$ cat config.mk
export PLATFORM = sky130hd
export DESIGN_NAME = core_backend
export DESIGN_NICKNAME = d
export VERILOG_FILES = /design/src/design/cpu_pkg.sv /design/src/design/core_backend.sv /design/src/design/mem_axi_bridge.sv /design/src/design/redirect_ctrl.sv /design/src/design/commit_stage.sv /design/src/design/regfile.sv
export VERILOG_INCLUDE_DIRS = /design/src /design/src/design
export SDC_FILE = /design/constraint.sdc
export NUM_CORES = 2
export LEC_CHECK = 0
export BUFFER_PORTS_ARGS = -buffer_cell sky130_fd_sc_hd__buf_4
export CORE_MARGIN = 2
export CORE_UTILIZATION = 25
export CTS_CLUSTER_DIAMETER = 30
export DETAILED_ROUTE_END_ITERATION = 6
export HOLD_SLACK_MARGIN = 0.08
export PLACE_DENSITY_LB_ADDON = 0.2
export SYNTH_ARGS = -nofsm -noshare
export SYNTH_HDL_FRONTEND = slang
export SYNTH_SLANG_ARGS = --single-unit
$ cat constraint.sdc
create_clock -name clk -period 4.5 [get_ports clk]
set_input_delay 0.675 -clock clk [delete_from_list [all_inputs] [get_ports clk]]
set_output_delay 0.675 -clock clk [all_outputs]
set_load 0.02 [all_outputs]
$ cat src/design/cpu_defines.svh
`ifndef CPU_DEFINES_SVH
`define CPU_DEFINES_SVH

// Data and address width
`define CPU_XLEN 32

// General register file geometry
`define CPU_REG_NUM 32
`define CPU_REG_ADDR_W 5
`define CPU_READ_PORTS 4

// Commit lanes and memory lanes
`define CPU_LANES 2

// Byte strobe per data word
`define CPU_STRB_W 4

`endif
$ cat src/design/cpu_pkg.sv
`default_nettype none

`include "cpu_defines.svh"

package cpu_pkg;

    typedef logic [`CPU_XLEN-1:0] word_t;
    typedef logic [`CPU_REG_ADDR_W-1:0] reg_addr_t;
    typedef logic [`CPU_STRB_W-1:0] strb_t;

    // One writeback lane from the pipeline
    typedef struct packed {
        logic      we;
        word_t     pc;
        reg_addr_t waddr;
        word_t     wdata;
    } wb_reg_t;

    // Debug trace record, wen is byte style with only bit 0 in use
    typedef struct packed {
        word_t      pc;
        logic [3:0] wen;
        reg_addr_t  wnum;
        word_t      wdata;
    } trace_t;

    typedef struct packed {
        logic  taken;
        word_t target;
    } branch_t;

    // Trap redirect information from the CSR side
    typedef struct packed {
        logic  excp_flush;
        logic  tlbrefill;
        logic  ertn_flush;
        word_t eentry;
        word_t tlbrentry;
        word_t era;
    } excp_t;

    typedef struct packed {
        logic  valid;
        logic  we;
        word_t addr;
        word_t wdata;
        strb_t sel;
    } mem_req_t;

    typedef struct packed {
        logic  done;
        word_t rdata;
    } mem_rsp_t;

    typedef enum logic [2:0] {
        IDLE,
        READ_ADDR,
        READ_DATA,
        WRITE_REQ,
        WRITE_RESP
    } bridge_state_e;

endpackage

`default_nettype wire

$ cat src/design/core_backend.sv
`default_nettype none

`include "cpu_defines.svh"

module core_backend (
    input  logic               clk,
    input  logic               rst_i,

    // Writeback lanes
    input  cpu_pkg::wb_reg_t   wb_i      [`CPU_LANES],

    // Register read ports
    input  cpu_pkg::reg_addr_t rd_addr_i [`CPU_READ_PORTS],
    output cpu_pkg::word_t     rd_data_o [`CPU_READ_PORTS],

    // Redirect
    input  cpu_pkg::branch_t   branch_i  [`CPU_LANES],
    input  logic               ex_stall_i,
    input  cpu_pkg::excp_t     excp_i,
    output cpu_pkg::word_t     next_pc_o,
    output logic               flush_o,

    // Debug trace
    output cpu_pkg::trace_t    trace_o   [`CPU_LANES],

    // Memory stage lanes
    input  cpu_pkg::mem_req_t  mem_req_i [`CPU_LANES],
    output cpu_pkg::mem_rsp_t  mem_rsp_o [`CPU_LANES],

    // AXI4-Lite master
    output cpu_pkg::word_t     awaddr_o,
    output logic               awvalid_o,
    input  logic               awready_i,
    output cpu_pkg::word_t     wdata_o,
    output cpu_pkg::strb_t     wstrb_o,
    output logic               wvalid_o,
    input  logic               wready_i,
    input  logic               bvalid_i,
    output logic               bready_o,
    output cpu_pkg::word_t     araddr_o,
    output logic               arvalid_o,
    input  logic               arready_i,
    input  cpu_pkg::word_t     rdata_i,
    input  logic               rvalid_i,
    output logic               rready_o
);

    import cpu_pkg::*;

    // Commit stage to register file
    logic      rf_we    [`CPU_LANES];
    reg_addr_t rf_waddr [`CPU_LANES];
    word_t     rf_wdata [`CPU_LANES];

    commit_stage u_commit_stage (
        .clk        (clk),
        .rst_i      (rst_i),
        .wb_i       (wb_i),
        .rf_we_o    (rf_we),
        .rf_waddr_o (rf_waddr),
        .rf_wdata_o (rf_wdata),
        .trace_o    (trace_o)
    );

    regfile u_regfile (
        .clk     (clk),
        .rst_i   (rst_i),
        .we_i    (rf_we),
        .waddr_i (rf_waddr),
        .wdata_i (rf_wdata),
        .raddr_i (rd_addr_i),
        .rdata_o (rd_data_o)
    );

    redirect_ctrl u_redirect_ctrl (
        .branch_i   (branch_i),
        .ex_stall_i (ex_stall_i),
        .excp_i     (excp_i),
        .next_pc_o  (next_pc_o),
        .flush_o    (flush_o)
    );

    mem_axi_bridge u_mem_axi_bridge (
        .clk       (clk),
        .rst_i     (rst_i),
        .mem_req_i (mem_req_i),
        .mem_rsp_o (mem_rsp_o),
        .awaddr_o  (awaddr_o),
        .awvalid_o (awvalid_o),
        .awready_i (awready_i),
        .wdata_o   (wdata_o),
        .wstrb_o   (wstrb_o),
        .wvalid_o  (wvalid_o),
        .wready_i  (wready_i),
        .bvalid_i  (bvalid_i),
        .bready_o  (bready_o),
        .araddr_o  (araddr_o),
        .arvalid_o (arvalid_o),
        .arready_i (arready_i),
        .rdata_i   (rdata_i),
        .rvalid_i  (rvalid_i),
        .rready_o  (rready_o)
    );

endmodule

`default_nettype wire

$ cat src/design/mem_axi_bridge.sv
`default_nettype none

`include "cpu_defines.svh"

module mem_axi_bridge (
    input  logic              clk,
    input  logic              rst_i,

    // Memory stage lanes
    input  cpu_pkg::mem_req_t mem_req_i [`CPU_LANES],
    output cpu_pkg::mem_rsp_t mem_rsp_o [`CPU_LANES],

    // AXI4-Lite write address
    output cpu_pkg::word_t    awaddr_o,
    output logic              awvalid_o,
    input  logic              awready_i,

    // AXI4-Lite write data
    output cpu_pkg::word_t    wdata_o,
    output cpu_pkg::strb_t    wstrb_o,
    output logic              wvalid_o,
    input  logic              wready_i,

    // AXI4-Lite write response
    input  logic              bvalid_i,
    output logic              bready_o,

    // AXI4-Lite read address and data
    output cpu_pkg::word_t    araddr_o,
    output logic              arvalid_o,
    input  logic              arready_i,
    input  cpu_pkg::word_t    rdata_i,
    input  logic              rvalid_i,
    output logic              rready_o
);

    import cpu_pkg::*;

    localparam int LANE_W = $clog2(`CPU_LANES);

    bridge_state_e         state_q;
    bridge_state_e         state_d;
    logic [LANE_W-1:0]     lane_q;
    logic [LANE_W-1:0]     pick_lane;
    logic                  pick_valid;
    logic                  aw_done_q;
    logic                  w_done_q;
    logic                  aw_fin;
    logic                  w_fin;
    logic [`CPU_LANES-1:0] done_q;
    word_t                 addr_q;
    word_t                 wdata_q;
    strb_t                 strb_q;
    word_t                 rdata_q [`CPU_LANES];

    // Lane 0 first. A lane that is just finishing is not picked again
    always_comb begin
        pick_valid = 1'b0;
        pick_lane  = '0;
        for (int k = `CPU_LANES - 1; k >= 0; k--) begin
            if (mem_req_i[k].valid && !done_q[k]) begin
                pick_valid = 1'b1;
                pick_lane  = LANE_W'(k);
            end
        end
    end

    assign arvalid_o = (state_q == READ_ADDR);
    assign rready_o  = (state_q == READ_DATA);
    assign awvalid_o = (state_q == WRITE_REQ) && !aw_done_q;
    assign wvalid_o  = (state_q == WRITE_REQ) && !w_done_q;
    assign bready_o  = (state_q == WRITE_RESP);

    assign awaddr_o = addr_q;
    assign araddr_o = addr_q;
    assign wdata_o  = wdata_q;
    assign wstrb_o  = strb_q;

    // Address and data channels retire on their own
    assign aw_fin = aw_done_q || (awvalid_o && awready_i);
    assign w_fin  = w_done_q || (wvalid_o && wready_i);

    always_comb begin
        state_d = state_q;
        unique case (state_q)
            IDLE: begin
                if (pick_valid) begin
                    state_d = mem_req_i[pick_lane].we ? WRITE_REQ : READ_ADDR;
                end
            end
            READ_ADDR:  if (arready_i) state_d = READ_DATA;
            READ_DATA:  if (rvalid_i) state_d = IDLE;
            WRITE_REQ:  if (aw_fin && w_fin) state_d = WRITE_RESP;
            WRITE_RESP: if (bvalid_i) state_d = IDLE;
            default:    state_d = IDLE;
        endcase
    end

    always_ff @(posedge clk) begin
        if (rst_i) begin
            state_q   <= IDLE;
            lane_q    <= '0;
            aw_done_q <= 1'b0;
            w_done_q  <= 1'b0;
            done_q    <= '0;
        end else begin
            state_q <= state_d;
            done_q  <= '0;
            if (state_q == IDLE) begin
                aw_done_q <= 1'b0;
                w_done_q  <= 1'b0;
                if (pick_valid) begin
                    lane_q <= pick_lane;
                end
            end else if (state_q == WRITE_REQ) begin
                aw_done_q <= aw_fin;
                w_done_q  <= w_fin;
            end
            // One cycle done pulse to the served lane
            if ((rready_o && rvalid_i) || (bready_o && bvalid_i)) begin
                done_q[lane_q] <= 1'b1;
            end
        end
    end

    // Request captured once, held for the whole transaction
    always_ff @(posedge clk) begin
        if (state_q == IDLE && pick_valid) begin
            addr_q  <= mem_req_i[pick_lane].addr;
            wdata_q <= mem_req_i[pick_lane].wdata;
            strb_q  <= mem_req_i[pick_lane].sel;
        end
        if (rready_o && rvalid_i) begin
            rdata_q[lane_q] <= rdata_i;
        end
    end

    always_comb begin
        for (int k = 0; k < `CPU_LANES; k++) begin
            mem_rsp_o[k].done  = done_q[k];
            mem_rsp_o[k].rdata = rdata_q[k];
        end
    end

endmodule

`default_nettype wire

$ cat src/design/redirect_ctrl.sv
`default_nettype none

`include "cpu_defines.svh"

module redirect_ctrl (
    input  cpu_pkg::branch_t branch_i [`CPU_LANES],
    input  logic             ex_stall_i,
    input  cpu_pkg::excp_t   excp_i,
    output cpu_pkg::word_t   next_pc_o,
    output logic             flush_o
);

    import cpu_pkg::*;

    logic [`CPU_LANES-1:0] taken;
    word_t                 trap_pc;

    // A stalled execute stage may still hold a stale branch outcome
    always_comb begin
        for (int l = 0; l < `CPU_LANES; l++) begin
            taken[l] = branch_i[l].taken && !ex_stall_i;
        end
    end

    // TLB refill has its own entry point
    assign trap_pc = excp_i.tlbrefill ? excp_i.tlbrentry : excp_i.eentry;

    always_comb begin
        if (taken[0]) begin
            next_pc_o = branch_i[0].target;
        end else if (taken[1]) begin
            next_pc_o = branch_i[1].target;
        end else if (excp_i.excp_flush) begin
            next_pc_o = trap_pc;
        end else if (excp_i.ertn_flush) begin
            next_pc_o = excp_i.era;
        end else begin
            next_pc_o = '0;
        end
    end

    assign flush_o = (|taken) || excp_i.excp_flush || excp_i.ertn_flush;

endmodule

`default_nettype wire

$ cat src/design/commit_stage.sv
`default_nettype none

`include "cpu_defines.svh"

module commit_stage (
    input  logic               clk,
    input  logic               rst_i,

    // Writeback lanes from the pipeline
    input  cpu_pkg::wb_reg_t   wb_i       [`CPU_LANES],

    // To the register file
    output logic               rf_we_o    [`CPU_LANES],
    output cpu_pkg::reg_addr_t rf_waddr_o [`CPU_LANES],
    output cpu_pkg::word_t     rf_wdata_o [`CPU_LANES],

    // Debug trace, one cycle behind writeback
    output cpu_pkg::trace_t    trace_o    [`CPU_LANES]
);

    import cpu_pkg::*;

    localparam reg_addr_t ZERO_REG = '0;

    // Drop writes to register 0
    always_comb begin
        for (int l = 0; l < `CPU_LANES; l++) begin
            rf_we_o[l]    = wb_i[l].we && (wb_i[l].waddr != ZERO_REG);
            rf_waddr_o[l] = wb_i[l].waddr;
            rf_wdata_o[l] = wb_i[l].wdata;
        end
    end

    // Trace record, only wen is cleared at reset
    always_ff @(posedge clk) begin
        for (int l = 0; l < `CPU_LANES; l++) begin
            trace_o[l].pc    <= wb_i[l].pc;
            trace_o[l].wnum  <= wb_i[l].waddr;
            trace_o[l].wdata <= wb_i[l].wdata;
            if (rst_i) begin
                trace_o[l].wen <= 4'b0000;
            end else begin
                trace_o[l].wen <= {3'b000, rf_we_o[l]};
            end
        end
    end

endmodule

`default_nettype wire

$ cat src/design/regfile.sv
`default_nettype none

`include "cpu_defines.svh"

module regfile (
    input  logic                       clk,
    input  logic                       rst_i,

    // Write ports, one per commit lane
    input  logic                       we_i    [`CPU_LANES],
    input  logic [`CPU_REG_ADDR_W-1:0] waddr_i [`CPU_LANES],
    input  logic [`CPU_XLEN-1:0]       wdata_i [`CPU_LANES],

    // Combinational read ports
    input  logic [`CPU_REG_ADDR_W-1:0] raddr_i [`CPU_READ_PORTS],
    output logic [`CPU_XLEN-1:0]       rdata_o [`CPU_READ_PORTS]
);

    logic [`CPU_XLEN-1:0] regs [`CPU_REG_NUM];

    // Lanes applied in order, so the higher lane wins on a collision.
    // Register 0 is never written, the commit stage masks it.
    always_ff @(posedge clk) begin
        if (rst_i) begin
            for (int i = 0; i < `CPU_REG_NUM; i++) begin
                regs[i] <= '0;
            end
        end else begin
            for (int l = 0; l < `CPU_LANES; l++) begin
                if (we_i[l]) begin
                    regs[waddr_i[l]] <= wdata_i[l];
                end
            end
        end
    end

    // No bypass from the write ports
    always_comb begin
        for (int p = 0; p < `CPU_READ_PORTS; p++) begin
            rdata_o[p] = regs[raddr_i[p]];
        end
    end

endmodule

`default_nettype wire

Word level (Yosys, flattened, before mapping) --
Memories as Yosys holds them, arrays and structs flattened. Cells that the tools add are included.
Storage, ports and cells: register bits after elaboration 222, memory bits (writable) 1088, input port bits 505, output and inout port bits 478, word-level logic and storage cells 105, memories 2
Operators by class: order comparisons 3, eq/ne operators 9, muxes and demuxes 36, bitwise operators 2, reductions and logical operators 35
Memory list:
- u_regfile.regs | depth 32, width 32, read ports 4, clocked after memory_dff 0, write ports 32, line regfile.sv:19 | logic [`CPU_XLEN-1:0] regs [`CPU_REG_NUM];
- u_mem_axi_bridge.rdata_q | depth 2, width 32, read ports 2, clocked after memory_dff 0, write ports 1, line mem_axi_bridge.sv:54 | word_t rdata_q [`CPU_LANES];
Operators by type and width (number):
- 32-bit two-way mux | 7
- 69-bit two-way mux | 3
- 32-bit OR reduction | 2
- 1-bit two-way mux | 16
- 1-bit logical AND | 15
- 3-bit two-way mux | 5
- 3-bit case mux with 5 select lines | 1
- 5-bit two-way mux | 2
- 5-bit nonzero test | 2
- 3-bit by 2-bit == test with 1-bit output (second input constant) | 2
- 2-bit inequality test (second input constant) | 3
- 2-bit OR reduction | 3
- 1-bit zero test | 5
- 1-bit logical OR | 5
- 5-bit AND reduction | 1
- 2-bit by 1-bit inequality test with 1-bit output (second input constant) | 2
- 3-bit by 1-bit == test with 1-bit output (second input constant) | 1
- 3-bit == test (second input constant) | 1
- 3-bit zero test | 1
- 2-bit >= comparator (second input constant) | 1
- 1-bit by 2-bit less-than comparator with 1-bit output (second input constant) | 1
- 2-bit two-way mux | 1
- 1-bit inverter with 2-bit output | 1
- 2-bit AND reduction | 1
- other kinds (3) | 3

Logic depth before layout (Yosys ltp) --
depth in word-level cells 11, mapped depth 7, gate-level depth less buffers 4

By module --
A second synthesis with hierarchy kept.
Unflattened totals: cell total of the unflattened synthesis 7995, area, all modules 88228.4 µm²
By module, submodules not included:
- regfile | times used 1, cells an instance 7237, area an instance 77301.6 µm², seq. area each 30749.5 µm²
- mem_axi_bridge | times used 1, cells an instance 300, area an instance 5590.4 µm², seq. area each 4124.0 µm²
- commit_stage | times used 1, cells an instance 231, area an instance 3477.1 µm², seq. area each 2802.7 µm²
- redirect_ctrl | times used 1, cells an instance 227, area an instance 1859.3 µm², seq. area each 0.0 µm²

Least setup slack after synthesis --
No wires, ideal clock.
kind input -> register, start input rst_i, end memory u_regfile.regs[23][0] (netlist name), enable pin, library setup time 466 ps, arrival time 3774 ps, data required time 4034 ps, slack 260 ps, stages on the path 5, path buffers 2, cell sequence buf_2 > and2b_2 > nand3_2 > buf_2 > o21ai_0
RTL lines:
- start: declaration | line core_backend.sv:7 | input logic rst_i,
- end: declaration | line regfile.sv:19

==> metrics.md <==
| Metric | Value |
|---|---|
| Run status | `complete, no violations` |
| Top delay family on crit path | `simple AND/OR/NAND/NOR gates` |
| Clk root buf | `clkbuf_16` |
| Slew Viols, Final | `0` |
| Max clock buf depth | `4` |
| Power per cell area | `between 400 and 500 mW/mm²` |
| TritonCTS clock tree | `done` |
| Drt first-iter violations | `~10000` |
| GRT Total Usage | `0.2887` |
| Post-Route WL | `523700 µm` |
| Register area share after synthesis | `0.4425` |
| Total die area | `around 0.35 mm²` |
| Max-cap violations | `0` |
| # H-tree levels | `5` |
| Drt wl/cell | `around 39 µm` |
| Yosys warning total | `0` |
| Ys async rst share | `0` |
| Post-synth top area cell | `edfxtp_1` |
| Worst-path clk slew | `around 40 ps` |
| Placed insts | `about 12000` |
| CP endpoint kind | `output port` |
| Post_cts resized | `0` |
| GPL Wtd Cong | `~0.96` |
| Post-synthesis cell count | `7422` |
| CP Buf/Inv Count | `3` |
| DRT Pass-1 Iters | `7` |
| Die H | `about 600 µm` |
| CP startpoint kind | `input pin` |
| PortBufs | `slightly below 1000` |
| Arr. time, crit path | `approximately 3300 ps` |
| Final #Nets | `9013` |
| Crit-path cells | `buf_4 -> and4b_2 -> a22oi_1 -> nand4_1 -> nor2_1 -> buf_4 -> buf_4` |
| Final min period | `approximately 4000 ps` |
| Clk sinks | `1304` |
| Worst min path class | `input pin to register` |
| Req. time, crit path | `3830 ps` |
| Tcrit/Tclk final | `0.8904` |
| Row cnt | `roughly 210` |
| Die Wd | `a little under 600 µm` |
| Slowest stage delay, CP | `between 600 and 700 ps` |
| Maximum vdd drop | `~0.35 mV` |
| Vias per cell | `~6` |
| Endpoints failing hold | `0` |
| # setup viols final | `0` |
| Synth top area share | `0.4077` |
| Slowest-stage cell, CP | `and4b_2` |
| Crit Path Max Fanout | `22` |
| Most common cell in the synthesized netlist | `mux2i_1` |
| Distinct cells, synth | `57` |
| Largest net degree at the start of global routing | `70` |
| Commonest cells in the netlist | `2050 x mux2i_1, 1156 x edfxtp_1, 1024 x a22oi_1, 896 x a22o_1, 602 x clkbuf_1` |
| Slew HR | `0.1725` |
| Antenna violations before repair | `50` |
| Least-Margin Pin Slew | `between 1000 and 1500 ps` |
| Cell Area, Synth | `0.08515 mm²` |
| Clock insertion delay at the later pin of the skew report | `between 900 and 1000 ps` |
| Most used cell, CP | `buf_4` |
| Core ar. | `0.3395 mm²` |
| Initial Util | `0.2508` |
| Remaining DRCs | `0` |
| Vias in the first global route | `slightly below 80000` |
| Setup TNS | `0 ps` |
| Num ports | `983` |
| Share of layout cells above drive strength 1 | `0.2547` |
| TritonCTS Buffers | `392` |
| Fin util | `0.3415` |
| Most area-consuming cells after synthesis | `edfxtp_1 41%, mux2i_1 24%, a22o_1 9.2%, a22oi_1 9.0%, dfxtp_1 3.5%` |
| Seq cells post-synth | `between 1000 and 1500` |
| GRT overflow | `0` |
| Unrepaired setup endpoints after global routing | `false` |
| Final antenna-violating net count | `0` |
| Syn_area_per_cell | `roughly 11 µm²` |
| Final Non-Filler Cells | `13400` |
| Main synth FF type | `edfxtp_1` |
| Final HPWL DP | `~330000 µm` |
| Synthesis-to-layout area growth | `36.16%` |
| Max Freq | `between 200 and 250 MHz` |
| Skew final | `roughly 28 ps` |
| Post-synth EDFFs | `about 1200` |
| Via count | `~80000` |
| First-pass GRT wire length | `approximately 700000 µm` |
| Critical path type | `input pin to output port` |
| P_leak | `46.70 nW` |
==> cells by family after synthesis <==
logic type | synth area share
DFF | 0.4425
muxes | 0.2541
and+or+nand+nor | 0.05979
buffers and inverters | 0.04915
other | 0.00004404
AOI/OAI and AO/OA | 0.1944
==> cell usage in the layout (no fill, tap or decap), drive strengths merged, types with 8 or more instances in the layout <==
cell            n
nand3          72
clkinvlp       15
clkinv        184
a22oi        1024
diode          16
dfxtp         148
dlygate4sd3   278
nor2          218
nand2         201
edfxtp       1156
or3            16
nor4bb         23
nand4         256
inv            15
mux2           99
o21ai          87
nor2b           8
a22o          896
a21oi          36
conb           38
nand2b          8
a221o          31
bufinv         55
and4b          16
mux2i        2050
nor4b          16
clkbuf        463
nor3           41
buf          1345
==> where the power goes <==
part | total [mW] | switching (mW) | leakage (nW) | internal (mW)
clock network | 28.5 | 8.80 | 6.70 | 19.7
logic | 7.72 | 4.91 | 27.7 | 2.81
registers | 14.9 | 0.779 | 12.3 | 14.1
total | 51.2 | 14.5 | 46.7 | 36.7
==> state kept, by name (all words and copies together), names as in the netlist <==
| name | flops |
|---|---|
| u_regfile.regs | 1024 |
| u_commit_stage.trace_o | 140 |
| u_mem_axi_bridge.rdata_q | 64 |
| u_mem_axi_bridge.araddr_o | 32 |
| u_mem_axi_bridge.wdata_o | 32 |
| u_mem_axi_bridge.wstrb_o | 4 |
| u_mem_axi_bridge.state_q | 3 |
| u_mem_axi_bridge.done_q | 2 |
| u_mem_axi_bridge.aw_done_q | 1 |
| u_mem_axi_bridge.lane_q | 1 |
| u_mem_axi_bridge.w_done_q | 1 |
==> what timing repair did <==
item	CTS	global route
hold buffers	278	0
buffers inserted	0	0
hold endpoints to repair	260	0
==> cell type report <==
type / instances / area (µm²)
tap: 4536 / 5675
clock buffer: 463 / 10550
clock inverter: 266 / 3108
multi-input combinational: 5184 / 44460
antenna: 16 / 40.04
timing repair buffer: 1623 / 14410
inverter: 3 / 12.51
fill: 33480 / 223600
sequential: 1304 / 37680
==> through the flow <==
step / area, µm² / worst slack (ps) / hold slack [ps] / power [mW]
3_3_place_gp: 99450 / 599.6 / 474.0 / 22.40
6_report: 115900 / 493.4 / 149.5 / 51.18
4_1_cts: 115900 / 635.5 / 93.03 / 51.29
2_1_floorplan: 85280 / 259.6 / 445.9 / 18.70
5_1_grt: 115900 / 546.8 / 112.0 / 52.38
3_5_place_dp: 99450 / 635.5 / 480.0 / 22.46
==> layer usage <==
| layer | share of wire | up-vias | GRT usage |
|---|---|---|---|
| met4 | 0.075 | 8 | 0.1899 |
| met1 | 0.39 | 40380 | 0.3543 |
| met3 | 0.090 | 1723 | 0.06537 |
| met5 | 0.000086 | - | 0.0002737 |
| li1 | - | 32190 | - |
| met2 | 0.44 | 5696 | 0.4536 |
==> worst reg2reg max path: cells and delay by family, from the launching register on <==
family | cells | cell delay (ps)
buffers and inverters | 1 | 610
and+or+nand+nor | 2 | 900
muxes | 1 | 600
DFF | 1 | 320
==> path summary, 6_finish.rpt <==
| kind | endpoint | slack (ps) | start | depth (start not counted) |
|---|---|---|---|---|
| hold reg to reg | u_mem_axi_bridge.lane_q | 490 | u_mem_axi_bridge.lane_q | 2 |
| hold / removal | u_mem_axi_bridge.wdata_o[10] | 150 | mem_req_i[84] | 2 |
| setup reg to reg | u_mem_axi_bridge.wdata_o[30] | 1820 | u_mem_axi_bridge.done_q[1] | 4 |
| setup / recovery | rd_data_o[113] | 490 | rd_addr_i[15] | 7 |
Note: power is estimated with default switching activity, not from simulation.
